==> src/hw/tcp_rx_pkg.sv <==
package tcp_rx_pkg;

    localparam int FLOW_CNT = 16;
    localparam int LANE_CNT = 4;
    localparam int FLOWID_W = 4;
    localparam int LANE_W   = 2;
    localparam int SLOT_W   = 2;
    localparam int SEQ_W    = 32;
    localparam int FLAGS_W  = 8;

    // bit positions in the tcp flag byte
    localparam int FLAG_FIN = 0;
    localparam int FLAG_SYN = 1;
    localparam int FLAG_RST = 2;
    localparam int FLAG_PSH = 3;
    localparam int FLAG_ACK = 4;

    localparam logic [SEQ_W-1:0] INIT_SEQ = 32'h0000_1000;

    localparam int IN_DEPTH    = 4;
    localparam int HDR_DEPTH   = 2;
    localparam int RPL_DEPTH   = 2;
    localparam int OUT_CREDITS = 4;

    // credit counter widths, sized to hold the full starting value
    localparam int HDR_CNT_W = $clog2(HDR_DEPTH + 1);
    localparam int OUT_CNT_W = $clog2(OUT_CREDITS + 1);

    typedef enum logic [1:0] {
        ST_NONE     = 2'd0,
        ST_SYN_RCVD = 2'd1,
        ST_EST      = 2'd2
    } flow_state_e;

    typedef struct packed {
        logic [FLOWID_W-1:0] flowid;
        logic [FLAGS_W-1:0]  flags;
        logic [SEQ_W-1:0]    seq;
        logic [SEQ_W-1:0]    ack;
    } rx_hdr_t;

    typedef struct packed {
        logic [FLOWID_W-1:0] flowid;
        logic [FLAGS_W-1:0]  flags;
        logic [SEQ_W-1:0]    seq;
        logic [SEQ_W-1:0]    ack;
    } reply_hdr_t;

endpackage

==> src/hw/credit_fifo.sv <==
`timescale 1ns/10ps
module credit_fifo #(
     parameter type item_t = logic [7:0]
    ,parameter int  DEPTH  = 2
) (
     input                  clk
    ,input                  rst

    ,input                  push
    ,input  item_t          push_data
    ,input                  pop
    ,output item_t          head
    ,output logic           not_empty
    ,output logic           not_full
    ,output logic           credit
);

    localparam int PTR_W = (DEPTH > 1) ? $clog2(DEPTH) : 1;
    localparam int CNT_W = $clog2(DEPTH + 1);

    item_t              mem [DEPTH];
    logic [PTR_W-1:0]   rd_ptr;
    logic [PTR_W-1:0]   wr_ptr;
    logic [CNT_W-1:0]   count;

    logic               do_push;
    logic               do_pop;

    assign do_push = push && not_full;
    assign do_pop  = pop && not_empty;

    assign not_empty = (count != '0);
    assign not_full  = (count != CNT_W'(DEPTH));
    assign head      = mem[rd_ptr];
    // one credit back to the sender per entry freed
    assign credit    = do_pop;

    always_ff @(posedge clk) begin
        if (do_push) begin
            mem[wr_ptr] <= push_data;
        end
    end

    always_ff @(posedge clk) begin
        if (rst) begin
            rd_ptr <= '0;
            wr_ptr <= '0;
            count  <= '0;
        end
        else begin
            if (do_push) begin
                wr_ptr <= (wr_ptr == PTR_W'(DEPTH - 1)) ? '0 : wr_ptr + 1'b1;
            end
            if (do_pop) begin
                rd_ptr <= (rd_ptr == PTR_W'(DEPTH - 1)) ? '0 : rd_ptr + 1'b1;
            end
            count <= count + CNT_W'(do_push) - CNT_W'(do_pop);
        end
    end
endmodule

==> src/hw/tcp_state_decide.sv <==
`timescale 1ns/10ps
module tcp_state_decide
import tcp_rx_pkg::*;
(
     input  flow_state_e    cur_state
    ,input  rx_hdr_t        hdr

    ,output flow_state_e    next_state
    ,output logic           reply_val
    ,output reply_hdr_t     reply
);

    logic   is_fin;
    logic   is_syn;
    logic   is_rst;
    logic   is_ack;

    assign is_fin = hdr.flags[FLAG_FIN];
    assign is_syn = hdr.flags[FLAG_SYN];
    assign is_rst = hdr.flags[FLAG_RST];
    assign is_ack = hdr.flags[FLAG_ACK];

    always_comb begin
        next_state   = cur_state;
        reply_val    = 1'b0;
        reply        = '0;
        reply.flowid = hdr.flowid;

        // checked in priority order
        if (is_rst) begin
            next_state = ST_NONE;
        end
        else if (is_syn && !is_ack && (cur_state == ST_NONE)) begin
            next_state  = ST_SYN_RCVD;
            reply_val   = 1'b1;
            reply.flags = '0;
            reply.flags[FLAG_SYN] = 1'b1;
            reply.flags[FLAG_ACK] = 1'b1;
            reply.seq   = INIT_SEQ;
            reply.ack   = hdr.seq + 1'b1;
        end
        else if (is_ack && !is_syn && !is_fin && (cur_state == ST_SYN_RCVD)) begin
            next_state = ST_EST;
        end
        else if (is_fin && (cur_state == ST_EST)) begin
            // close: ack the fin, echo peer's ack as our seq
            next_state  = ST_NONE;
            reply_val   = 1'b1;
            reply.flags = '0;
            reply.flags[FLAG_ACK] = 1'b1;
            reply.seq   = hdr.ack;
            reply.ack   = hdr.seq + 1'b1;
        end
    end
endmodule

==> src/hw/rx_hdr_dispatch.sv <==
`timescale 1ns/10ps
module rx_hdr_dispatch
import tcp_rx_pkg::*;
(
     input                          clk
    ,input                          rst

    ,input                          hdr_valid
    ,input          [FLOWID_W-1:0]  hdr_flowid
    ,input          [FLAGS_W-1:0]   hdr_flags
    ,input          [SEQ_W-1:0]     hdr_seq
    ,input          [SEQ_W-1:0]     hdr_ack
    ,output logic                   hdr_credit

    ,output logic   [LANE_CNT-1:0]  lane_push
    ,output rx_hdr_t                lane_hdr
    ,input          [LANE_CNT-1:0]  lane_credit
);

    rx_hdr_t                in_hdr;
    logic                   in_not_empty;
    logic                   in_pop;
    logic [LANE_W-1:0]      lane_sel;
    logic [HDR_CNT_W-1:0]   lane_cnt [LANE_CNT];

    assign in_hdr.flowid = hdr_flowid;
    assign in_hdr.flags  = hdr_flags;
    assign in_hdr.seq    = hdr_seq;
    assign in_hdr.ack    = hdr_ack;

    // the sender holds credits, so the queue is never pushed while full
    credit_fifo #(
         .item_t    (rx_hdr_t)
        ,.DEPTH     (IN_DEPTH)
    ) i_in_fifo (
         .clk       (clk)
        ,.rst       (rst)
        ,.push      (hdr_valid)
        ,.push_data (in_hdr)
        ,.pop       (in_pop)
        ,.head      (lane_hdr)
        ,.not_empty (in_not_empty)
        ,.not_full  ()
        ,.credit    (hdr_credit)
    );

    // low flow id bits pick the lane
    assign lane_sel = lane_hdr.flowid[LANE_W-1:0];
    assign in_pop   = in_not_empty && (lane_cnt[lane_sel] != '0);

    always_comb begin
        lane_push = '0;
        if (in_pop) begin
            lane_push[lane_sel] = 1'b1;
        end
    end

    always_ff @(posedge clk) begin
        if (rst) begin
            for (int i = 0; i < LANE_CNT; i++) begin
                lane_cnt[i] <= HDR_CNT_W'(HDR_DEPTH);
            end
        end
        else begin
            for (int i = 0; i < LANE_CNT; i++) begin
                lane_cnt[i] <= lane_cnt[i] - HDR_CNT_W'(lane_push[i])
                                           + HDR_CNT_W'(lane_credit[i]);
            end
        end
    end
endmodule

==> src/hw/rx_flow_lane.sv <==
`timescale 1ns/10ps
module rx_flow_lane
import tcp_rx_pkg::*;
(
     input                  clk
    ,input                  rst

    ,input                  push
    ,input  rx_hdr_t        push_hdr
    ,output logic           credit

    ,output logic           rpl_valid
    ,output reply_hdr_t     rpl_head
    ,input                  rpl_pop
);

    typedef enum logic {
        IDLE   = 1'b0,
        DECIDE = 1'b1
    } lane_state_e;

    lane_state_e        ctrl_state;
    flow_state_e        state_tbl [FLOW_CNT/LANE_CNT];

    rx_hdr_t            q_head;
    logic               q_not_empty;
    logic               q_pop;
    rx_hdr_t            hold_hdr;
    logic [SLOT_W-1:0]  slot;

    flow_state_e        next_state;
    logic               reply_val;
    reply_hdr_t         reply;
    logic               rpl_not_full;
    logic               rpl_push;
    logic               advance;

    credit_fifo #(
         .item_t    (rx_hdr_t)
        ,.DEPTH     (HDR_DEPTH)
    ) i_hdr_fifo (
         .clk       (clk)
        ,.rst       (rst)
        ,.push      (push)
        ,.push_data (push_hdr)
        ,.pop       (q_pop)
        ,.head      (q_head)
        ,.not_empty (q_not_empty)
        ,.not_full  ()
        ,.credit    (credit)
    );

    // high flow id bits index the flow within this lane
    assign slot = hold_hdr.flowid[FLOWID_W-1 -: SLOT_W];

    tcp_state_decide i_decide (
         .cur_state     (state_tbl[slot])
        ,.hdr           (hold_hdr)
        ,.next_state    (next_state)
        ,.reply_val     (reply_val)
        ,.reply         (reply)
    );

    assign q_pop    = (ctrl_state == IDLE) && q_not_empty;
    // stall in decide until the reply fits
    assign advance  = (ctrl_state == DECIDE) && (!reply_val || rpl_not_full);
    assign rpl_push = advance && reply_val;

    always_ff @(posedge clk) begin
        if (q_pop) begin
            hold_hdr <= q_head;
        end
    end

    always_ff @(posedge clk) begin
        if (rst) begin
            ctrl_state <= IDLE;
            for (int i = 0; i < FLOW_CNT/LANE_CNT; i++) begin
                state_tbl[i] <= ST_NONE;
            end
        end
        else begin
            if (q_pop) begin
                ctrl_state <= DECIDE;
            end
            else if (advance) begin
                ctrl_state      <= IDLE;
                state_tbl[slot] <= next_state;
            end
        end
    end

    credit_fifo #(
         .item_t    (reply_hdr_t)
        ,.DEPTH     (RPL_DEPTH)
    ) i_rpl_fifo (
         .clk       (clk)
        ,.rst       (rst)
        ,.push      (rpl_push)
        ,.push_data (reply)
        ,.pop       (rpl_pop)
        ,.head      (rpl_head)
        ,.not_empty (rpl_valid)
        ,.not_full  (rpl_not_full)
        ,.credit    ()
    );
endmodule

==> src/hw/reply_arbiter.sv <==
`timescale 1ns/10ps
module reply_arbiter
import tcp_rx_pkg::*;
(
     input                          clk
    ,input                          rst

    ,input          [LANE_CNT-1:0]  rpl_valid
    ,input  reply_hdr_t             rpl_head [LANE_CNT]
    ,output logic   [LANE_CNT-1:0]  rpl_pop

    ,output logic                   reply_valid
    ,output logic   [FLOWID_W-1:0]  reply_flowid
    ,output logic   [FLAGS_W-1:0]   reply_flags
    ,output logic   [SEQ_W-1:0]     reply_seq
    ,output logic   [SEQ_W-1:0]     reply_ack
    ,input                          reply_credit
);

    logic [LANE_W-1:0]      rr_ptr;
    logic [LANE_W-1:0]      sel;
    logic                   found;
    logic [OUT_CNT_W-1:0]   out_cnt;
    reply_hdr_t             sel_hdr;

    // first valid lane at or after the pointer
    always_comb begin
        logic [LANE_W-1:0] idx;
        found = 1'b0;
        sel   = rr_ptr;
        for (int k = 0; k < LANE_CNT; k++) begin
            idx = rr_ptr + LANE_W'(k);
            if (!found && rpl_valid[idx]) begin
                found = 1'b1;
                sel   = idx;
            end
        end
    end

    assign reply_valid = found && (out_cnt != '0);
    assign sel_hdr     = rpl_head[sel];

    always_comb begin
        rpl_pop = '0;
        if (reply_valid) begin
            rpl_pop[sel] = 1'b1;
        end
    end

    assign reply_flowid = sel_hdr.flowid;
    assign reply_flags  = sel_hdr.flags;
    assign reply_seq    = sel_hdr.seq;
    assign reply_ack    = sel_hdr.ack;

    always_ff @(posedge clk) begin
        if (rst) begin
            rr_ptr  <= '0;
            out_cnt <= OUT_CNT_W'(OUT_CREDITS);
        end
        else begin
            if (reply_valid) begin
                rr_ptr <= sel + 1'b1;
            end
            out_cnt <= out_cnt - OUT_CNT_W'(reply_valid) + OUT_CNT_W'(reply_credit);
        end
    end
endmodule

==> src/hw/tcp_rx_top.sv <==
`timescale 1ns/10ps
module tcp_rx_top
import tcp_rx_pkg::*;
(
     input                          clk
    ,input                          rst

    ,input                          hdr_valid
    ,input          [FLOWID_W-1:0]  hdr_flowid
    ,input          [FLAGS_W-1:0]   hdr_flags
    ,input          [SEQ_W-1:0]     hdr_seq
    ,input          [SEQ_W-1:0]     hdr_ack
    ,output logic                   hdr_credit

    ,output logic                   reply_valid
    ,output logic   [FLOWID_W-1:0]  reply_flowid
    ,output logic   [FLAGS_W-1:0]   reply_flags
    ,output logic   [SEQ_W-1:0]     reply_seq
    ,output logic   [SEQ_W-1:0]     reply_ack
    ,input                          reply_credit
);

    logic   [LANE_CNT-1:0]  lane_push;
    rx_hdr_t                lane_hdr;
    logic   [LANE_CNT-1:0]  lane_credit;
    logic   [LANE_CNT-1:0]  rpl_valid;
    reply_hdr_t             rpl_head [LANE_CNT];
    logic   [LANE_CNT-1:0]  rpl_pop;

    rx_hdr_dispatch i_dispatch (
         .clk           (clk)
        ,.rst           (rst)
        ,.hdr_valid     (hdr_valid)
        ,.hdr_flowid    (hdr_flowid)
        ,.hdr_flags     (hdr_flags)
        ,.hdr_seq       (hdr_seq)
        ,.hdr_ack       (hdr_ack)
        ,.hdr_credit    (hdr_credit)
        ,.lane_push     (lane_push)
        ,.lane_hdr      (lane_hdr)
        ,.lane_credit   (lane_credit)
    );

    for (genvar g = 0; g < LANE_CNT; g++) begin : g_lane
        rx_flow_lane i_lane (
             .clk       (clk)
            ,.rst       (rst)
            ,.push      (lane_push[g])
            ,.push_hdr  (lane_hdr)
            ,.credit    (lane_credit[g])
            ,.rpl_valid (rpl_valid[g])
            ,.rpl_head  (rpl_head[g])
            ,.rpl_pop   (rpl_pop[g])
        );
    end

    reply_arbiter i_arbiter (
         .clk           (clk)
        ,.rst           (rst)
        ,.rpl_valid     (rpl_valid)
        ,.rpl_head      (rpl_head)
        ,.rpl_pop       (rpl_pop)
        ,.reply_valid   (reply_valid)
        ,.reply_flowid  (reply_flowid)
        ,.reply_flags   (reply_flags)
        ,.reply_seq     (reply_seq)
        ,.reply_ack     (reply_ack)
        ,.reply_credit  (reply_credit)
    );
endmodule

==> config.mk <==
export PLATFORM = sky130hd
export DESIGN_NAME = tcp_rx_top
export DESIGN_NICKNAME = d
export VERILOG_FILES = /design/src/hw/tcp_rx_pkg.sv /design/src/hw/credit_fifo.sv /design/src/hw/tcp_state_decide.sv /design/src/hw/rx_hdr_dispatch.sv /design/src/hw/rx_flow_lane.sv /design/src/hw/reply_arbiter.sv /design/src/hw/tcp_rx_top.sv
export SDC_FILE = /design/constraint.sdc
export NUM_CORES = 2
export LEC_CHECK = 0
export BUFFER_PORTS_ARGS = -buffer_cell sky130_fd_sc_hd__buf_4
export CORE_UTILIZATION = 55
export CTS_CLUSTER_SIZE = 30
export DETAILED_ROUTE_END_ITERATION = 12
export GPL_TIMING_DRIVEN = 0
export PLACE_DENSITY_LB_ADDON = 0.1
export SYNTH_ARGS = -nofsm -noshare
export SYNTH_HDL_FRONTEND = slang
export SYNTH_SLANG_ARGS = --single-unit
==> constraint.sdc <==
create_clock -name clk -period 7 [get_ports clk]
set_clock_uncertainty 0.2 [all_clocks]
set_input_delay 1.4 -clock clk [delete_from_list [all_inputs] [get_ports clk]]
set_output_delay 1.4 -clock clk [all_outputs]
set_load 0.01 [all_outputs]
==> impl_results.md <==
* DRC violations left at 0
* CTS resizes at 0
* Failing checks: max-capacitance violations, max-slew violations
* Post-Place Cells at 5814
* CTS buffer count at ~180
* Synth area leader: edfxtp_1
* Die H at 360 um
* Max Buffers Root-to-Sink at 3
* Final Net Count at about 4500
* WL per Instance at between 20 and 30 um
* RePlAce Congestion at between 0.9 and 1
* Initial antenna violation count at 13
* Full die area at between 100000 and 150000 um2
* Crit path DAT at between 5000 and 6000 ps
* Slew @ Worst Pin at roughly 1500 ps
* Synth async-reset ratio at 0%
* Crit path cell chain: or2_2 -> clkbuf_1 -> a21oi_1 -> a31o_2 -> buf_2 -> buf_2 -> clkbuf_1 -> o21ai_0 -> o22ai_1 -> buf_4
* Slowest stage delay, CP at between 800 and 900 ps
* Flops & latches, synth at approximately 1800
* Die width at ~360 um
* Mean Syn Cell Area at roughly 18 um2
* Top cell family by delay on the critical path: buffers and inverters
* CTS root buffer: clkbuf_16
* Fin crit period at 6800 ps
* Mapped Area at just over 70000 um2
* Hold-fix buffers, CTS at 0
* Post-CTS setup repair buffer count at 0
* Post-detail-place hpwl at around 120000 um
* Flop2flop setup slack at 1950 ps
* Setup violations, final at 0
* Pwr/cell area at approximately 420 nW/um2
* Layout Cells excl Fill at between 6000 and 7000
* DR pass1 iterations at 5
* Register area share after synthesis at 76.1%
* Port Buffers at between 100 and 150
* Hold Violations, Final at 0
* Layout area overhead at 14.6%
* WP buf/inv at 5
* CP Max Fanout at 11
* Fmax at roughly 150 MHz
* Synth cell count leaders: 1744 x edfxtp_1, 428 x mux2_2, 217 x nor2_1, 149 x mux2i_1, 145 x clkbuf_1
* Largest net degree at the start of global routing at 59
* Synth warnings at 0
* Vias per Instance at 5.98
* Leakage Power at ~26 nW
* Synth top area share at 74.3%
* Vias in the first global route at 35800
* Sw Share at 31.7%
* TritonCTS clock tree: yes
* Cell internal pwr at 0.0234 W
* Clk pwr share at ~27%
* Crit. End Element: output pin
* Cells after Synth at between 3000 and 4000
* Ranking of synthesized cells by area: edfxtp_1 74%, mux2_2 6.8%, mux4_2 2.6%
* RSZ-0062 raised after global routing: no
* CP max-delay cell: clkbuf_1
* Reg clk slew, reported paths at approximately 60 ps
* Post-synth EDFFs at approximately 1700
* Hold path start: g_lane[2].i_lane.hold_hdr[72]
* Startpoint Class: flip-flop
* Initial Util at between 50 and 60%
* IO Pins at ~160
* Status: finished, violations left
* Grt ovf at 0
* Setup CP Type: reg -> out
* Fraction of layout instances using a drive strength above 1 at 23.0%
* Maximum ir drop on the vdd rail at just under 0.3 mV
* CTS H-tree lvls at 4
* Total core area at approximately 130000 um2
* Slew Viols, Final at 11
* Hold Crit Depth at 0
* Worst R2R Start: g_lane[0].i_lane.i_rpl_fifo.count[1]
* Max Cap Viol at 1
* Latest clock arrival within the worst-skew pair at between 800 and 900 ps
* Overall power at approximately 0.034 W
* First-pass GRT wire length at roughly 250000 um
* Drt total wl at between 150000 and 200000 um
* Most common cell in the synthesized netlist: edfxtp_1
* Hold/Removal Path Class: reg -> reg
* Vias at between 30000 and 40000
* GRT Total Usage at approximately 27%
* Cell row count at 130
* Final period utilization at a little over nine tenths
* FF-to-FF path depth at 14
* Seq pwr share at between 40 and 50%
* Initial DRC Count at between 4000 and 5000
* Critical R2R Capture: g_lane[0].i_lane.i_rpl_fifo.count[1]
* CTS sink cnt at 1806
* Cell variety after synth at between 60 and 70
* NetSw at 0.0109 W
* Hold path endpoint: g_lane[2].i_lane.i_rpl_fifo.mem[1][69]
* Top_reg_cell synth: edfxtp_1
* DRT antenna net count at 0
* Slew headroom at -1.07%
* Req. time, crit path at between 5000 and 6000 ps
* Comb pwr share at approximately 28%
[state kept, by name, indices dropped and copies added, names as in the netlist, named ones only]
name	flops
g_lane.i_lane.i_hdr_fifo.mem	576
g_lane.i_lane.i_rpl_fifo.mem	560
g_lane.i_lane.hold_hdr	288
i_dispatch.i_in_fifo.mem	288
g_lane.i_lane.state_tbl	32
g_lane.i_lane.i_hdr_fifo.count	8
g_lane.i_lane.i_rpl_fifo.count	8
i_dispatch.lane_cnt	8
g_lane.i_lane.ctrl_state	4
g_lane.i_lane.i_hdr_fifo.rd_ptr	4
g_lane.i_lane.i_hdr_fifo.wr_ptr	4
g_lane.i_lane.i_rpl_fifo.rd_ptr	4
g_lane.i_lane.i_rpl_fifo.wr_ptr	4
i_arbiter.out_cnt	3
i_dispatch.i_in_fifo.count	3
i_arbiter.rr_ptr	2
i_dispatch.i_in_fifo.rd_ptr	2
i_dispatch.i_in_fifo.wr_ptr	2
[worst max path at each step]
| stage | cells after the start | start | endpoint | slack, ps |
|---|---|---|---|---|
| finish | 10 | g_lane[0].i_lane.i_rpl_fifo.count[1] | reply_flowid[0] | 200 |
| global route | 10 | g_lane[0].i_lane.i_rpl_fifo.count[1] | reply_flowid[0] | 180 |
| global placement | 6 | flip-flop | g_lane[0].i_lane.i_hdr_fifo.mem[0][42] | -4210 |
| floorplan | 6 | flip-flop | g_lane[1].i_lane.i_hdr_fifo.mem[0][0] | 1420 |
| detailed placement | 10 | g_lane[0].i_lane.i_rpl_fifo.count[1] | reply_flowid[0] | 1110 |
| CTS | 10 | g_lane[0].i_lane.i_rpl_fifo.count[1] | reply_flowid[0] | 230 |
[power by group through the flow]
| stage | Combinational (W) | Sequential, W | Clock, W |
|---|---|---|---|
| 2_1_floorplan | 0.00511 | 0.0156 | 0 |
| 3_3_place_gp | 0.00888 | 0.0161 | 0 |
| 3_5_place_dp | 0.00936 | 0.0158 | 0 |
| 4_1_cts | 0.00941 | 0.0156 | 0.00933 |
| 5_1_grt | 0.00990 | 0.0158 | 0.00971 |
| 6_report | 0.00940 | 0.0156 | 0.00920 |
[cells by family after synthesis]
logic type	count (synthesis)	synth area share (%)
simple gates	739	5.54
other cells	1	0.00532
xor+xnor	148	1.84
compound gates	300	2.72
mux	659	11.6
flops	1806	76.1
buf+inv	257	1.46
fa+ha+maj	43	0.785
[metal layers]
layer	vias up	share of wire (%)	track usage, %
met3	321	7.8	4.59
met1	18800	42	39.0
met4	0	3.3	9.61
met2	1536	47	42.9
met5	-	0	0
li1	16100	-	-
[layout by cell type, fill, tap and decap left out, types with 37 or more instances in the layout]
cell type  count
nand3_1       45
mux2i_1      149
and2_1       131
o22ai_1       71
dfxtp_1       62
nand2_1       68
ha_1          41
inv_1         74
nand4_1       42
clkbuf_16    185
mux4_2        80
o21ai_0       96
mux2_2       428
a211oi_1      71
edfxtp_1    1744
clkbuf_1     186
xor2_1        62
buf_12        37
buf_4        155
nor2_1       202
clkinv_1      41
nor2b_1       90
xnor2_1       86
[per-stage QoR]
stage | hold slack (ps) | worst slack [ps] | utilization [%] | cell area [um2] | TNS (ps)
3_3_place_gp | 222 | -4210 | 58.3 | 73600 | -3250840
3_5_place_dp | 234 | 1110 | 59.4 | 75100 | 0
6_report | 249 | 197 | 63.9 | 80700 | 0
2_1_floorplan | 221 | 1420 | - | 70500 | 0
5_1_grt | 253 | 184 | 63.9 | 80700 | 0
4_1_cts | 248 | 233 | 63.9 | 80700 | 0
[layout make-up]
type	instances	area [um2]
fill	8780	45700
buffer	178	736
inverter	79	309
timing repair buffer	206	2380
antenna	8	20.0
sequential	1806	53600
clock buffer	234	4840
clock inverter	91	762
multi-input combinational	1895	16000
tap	1650	2060
Power figures use the tool's default switching activity.
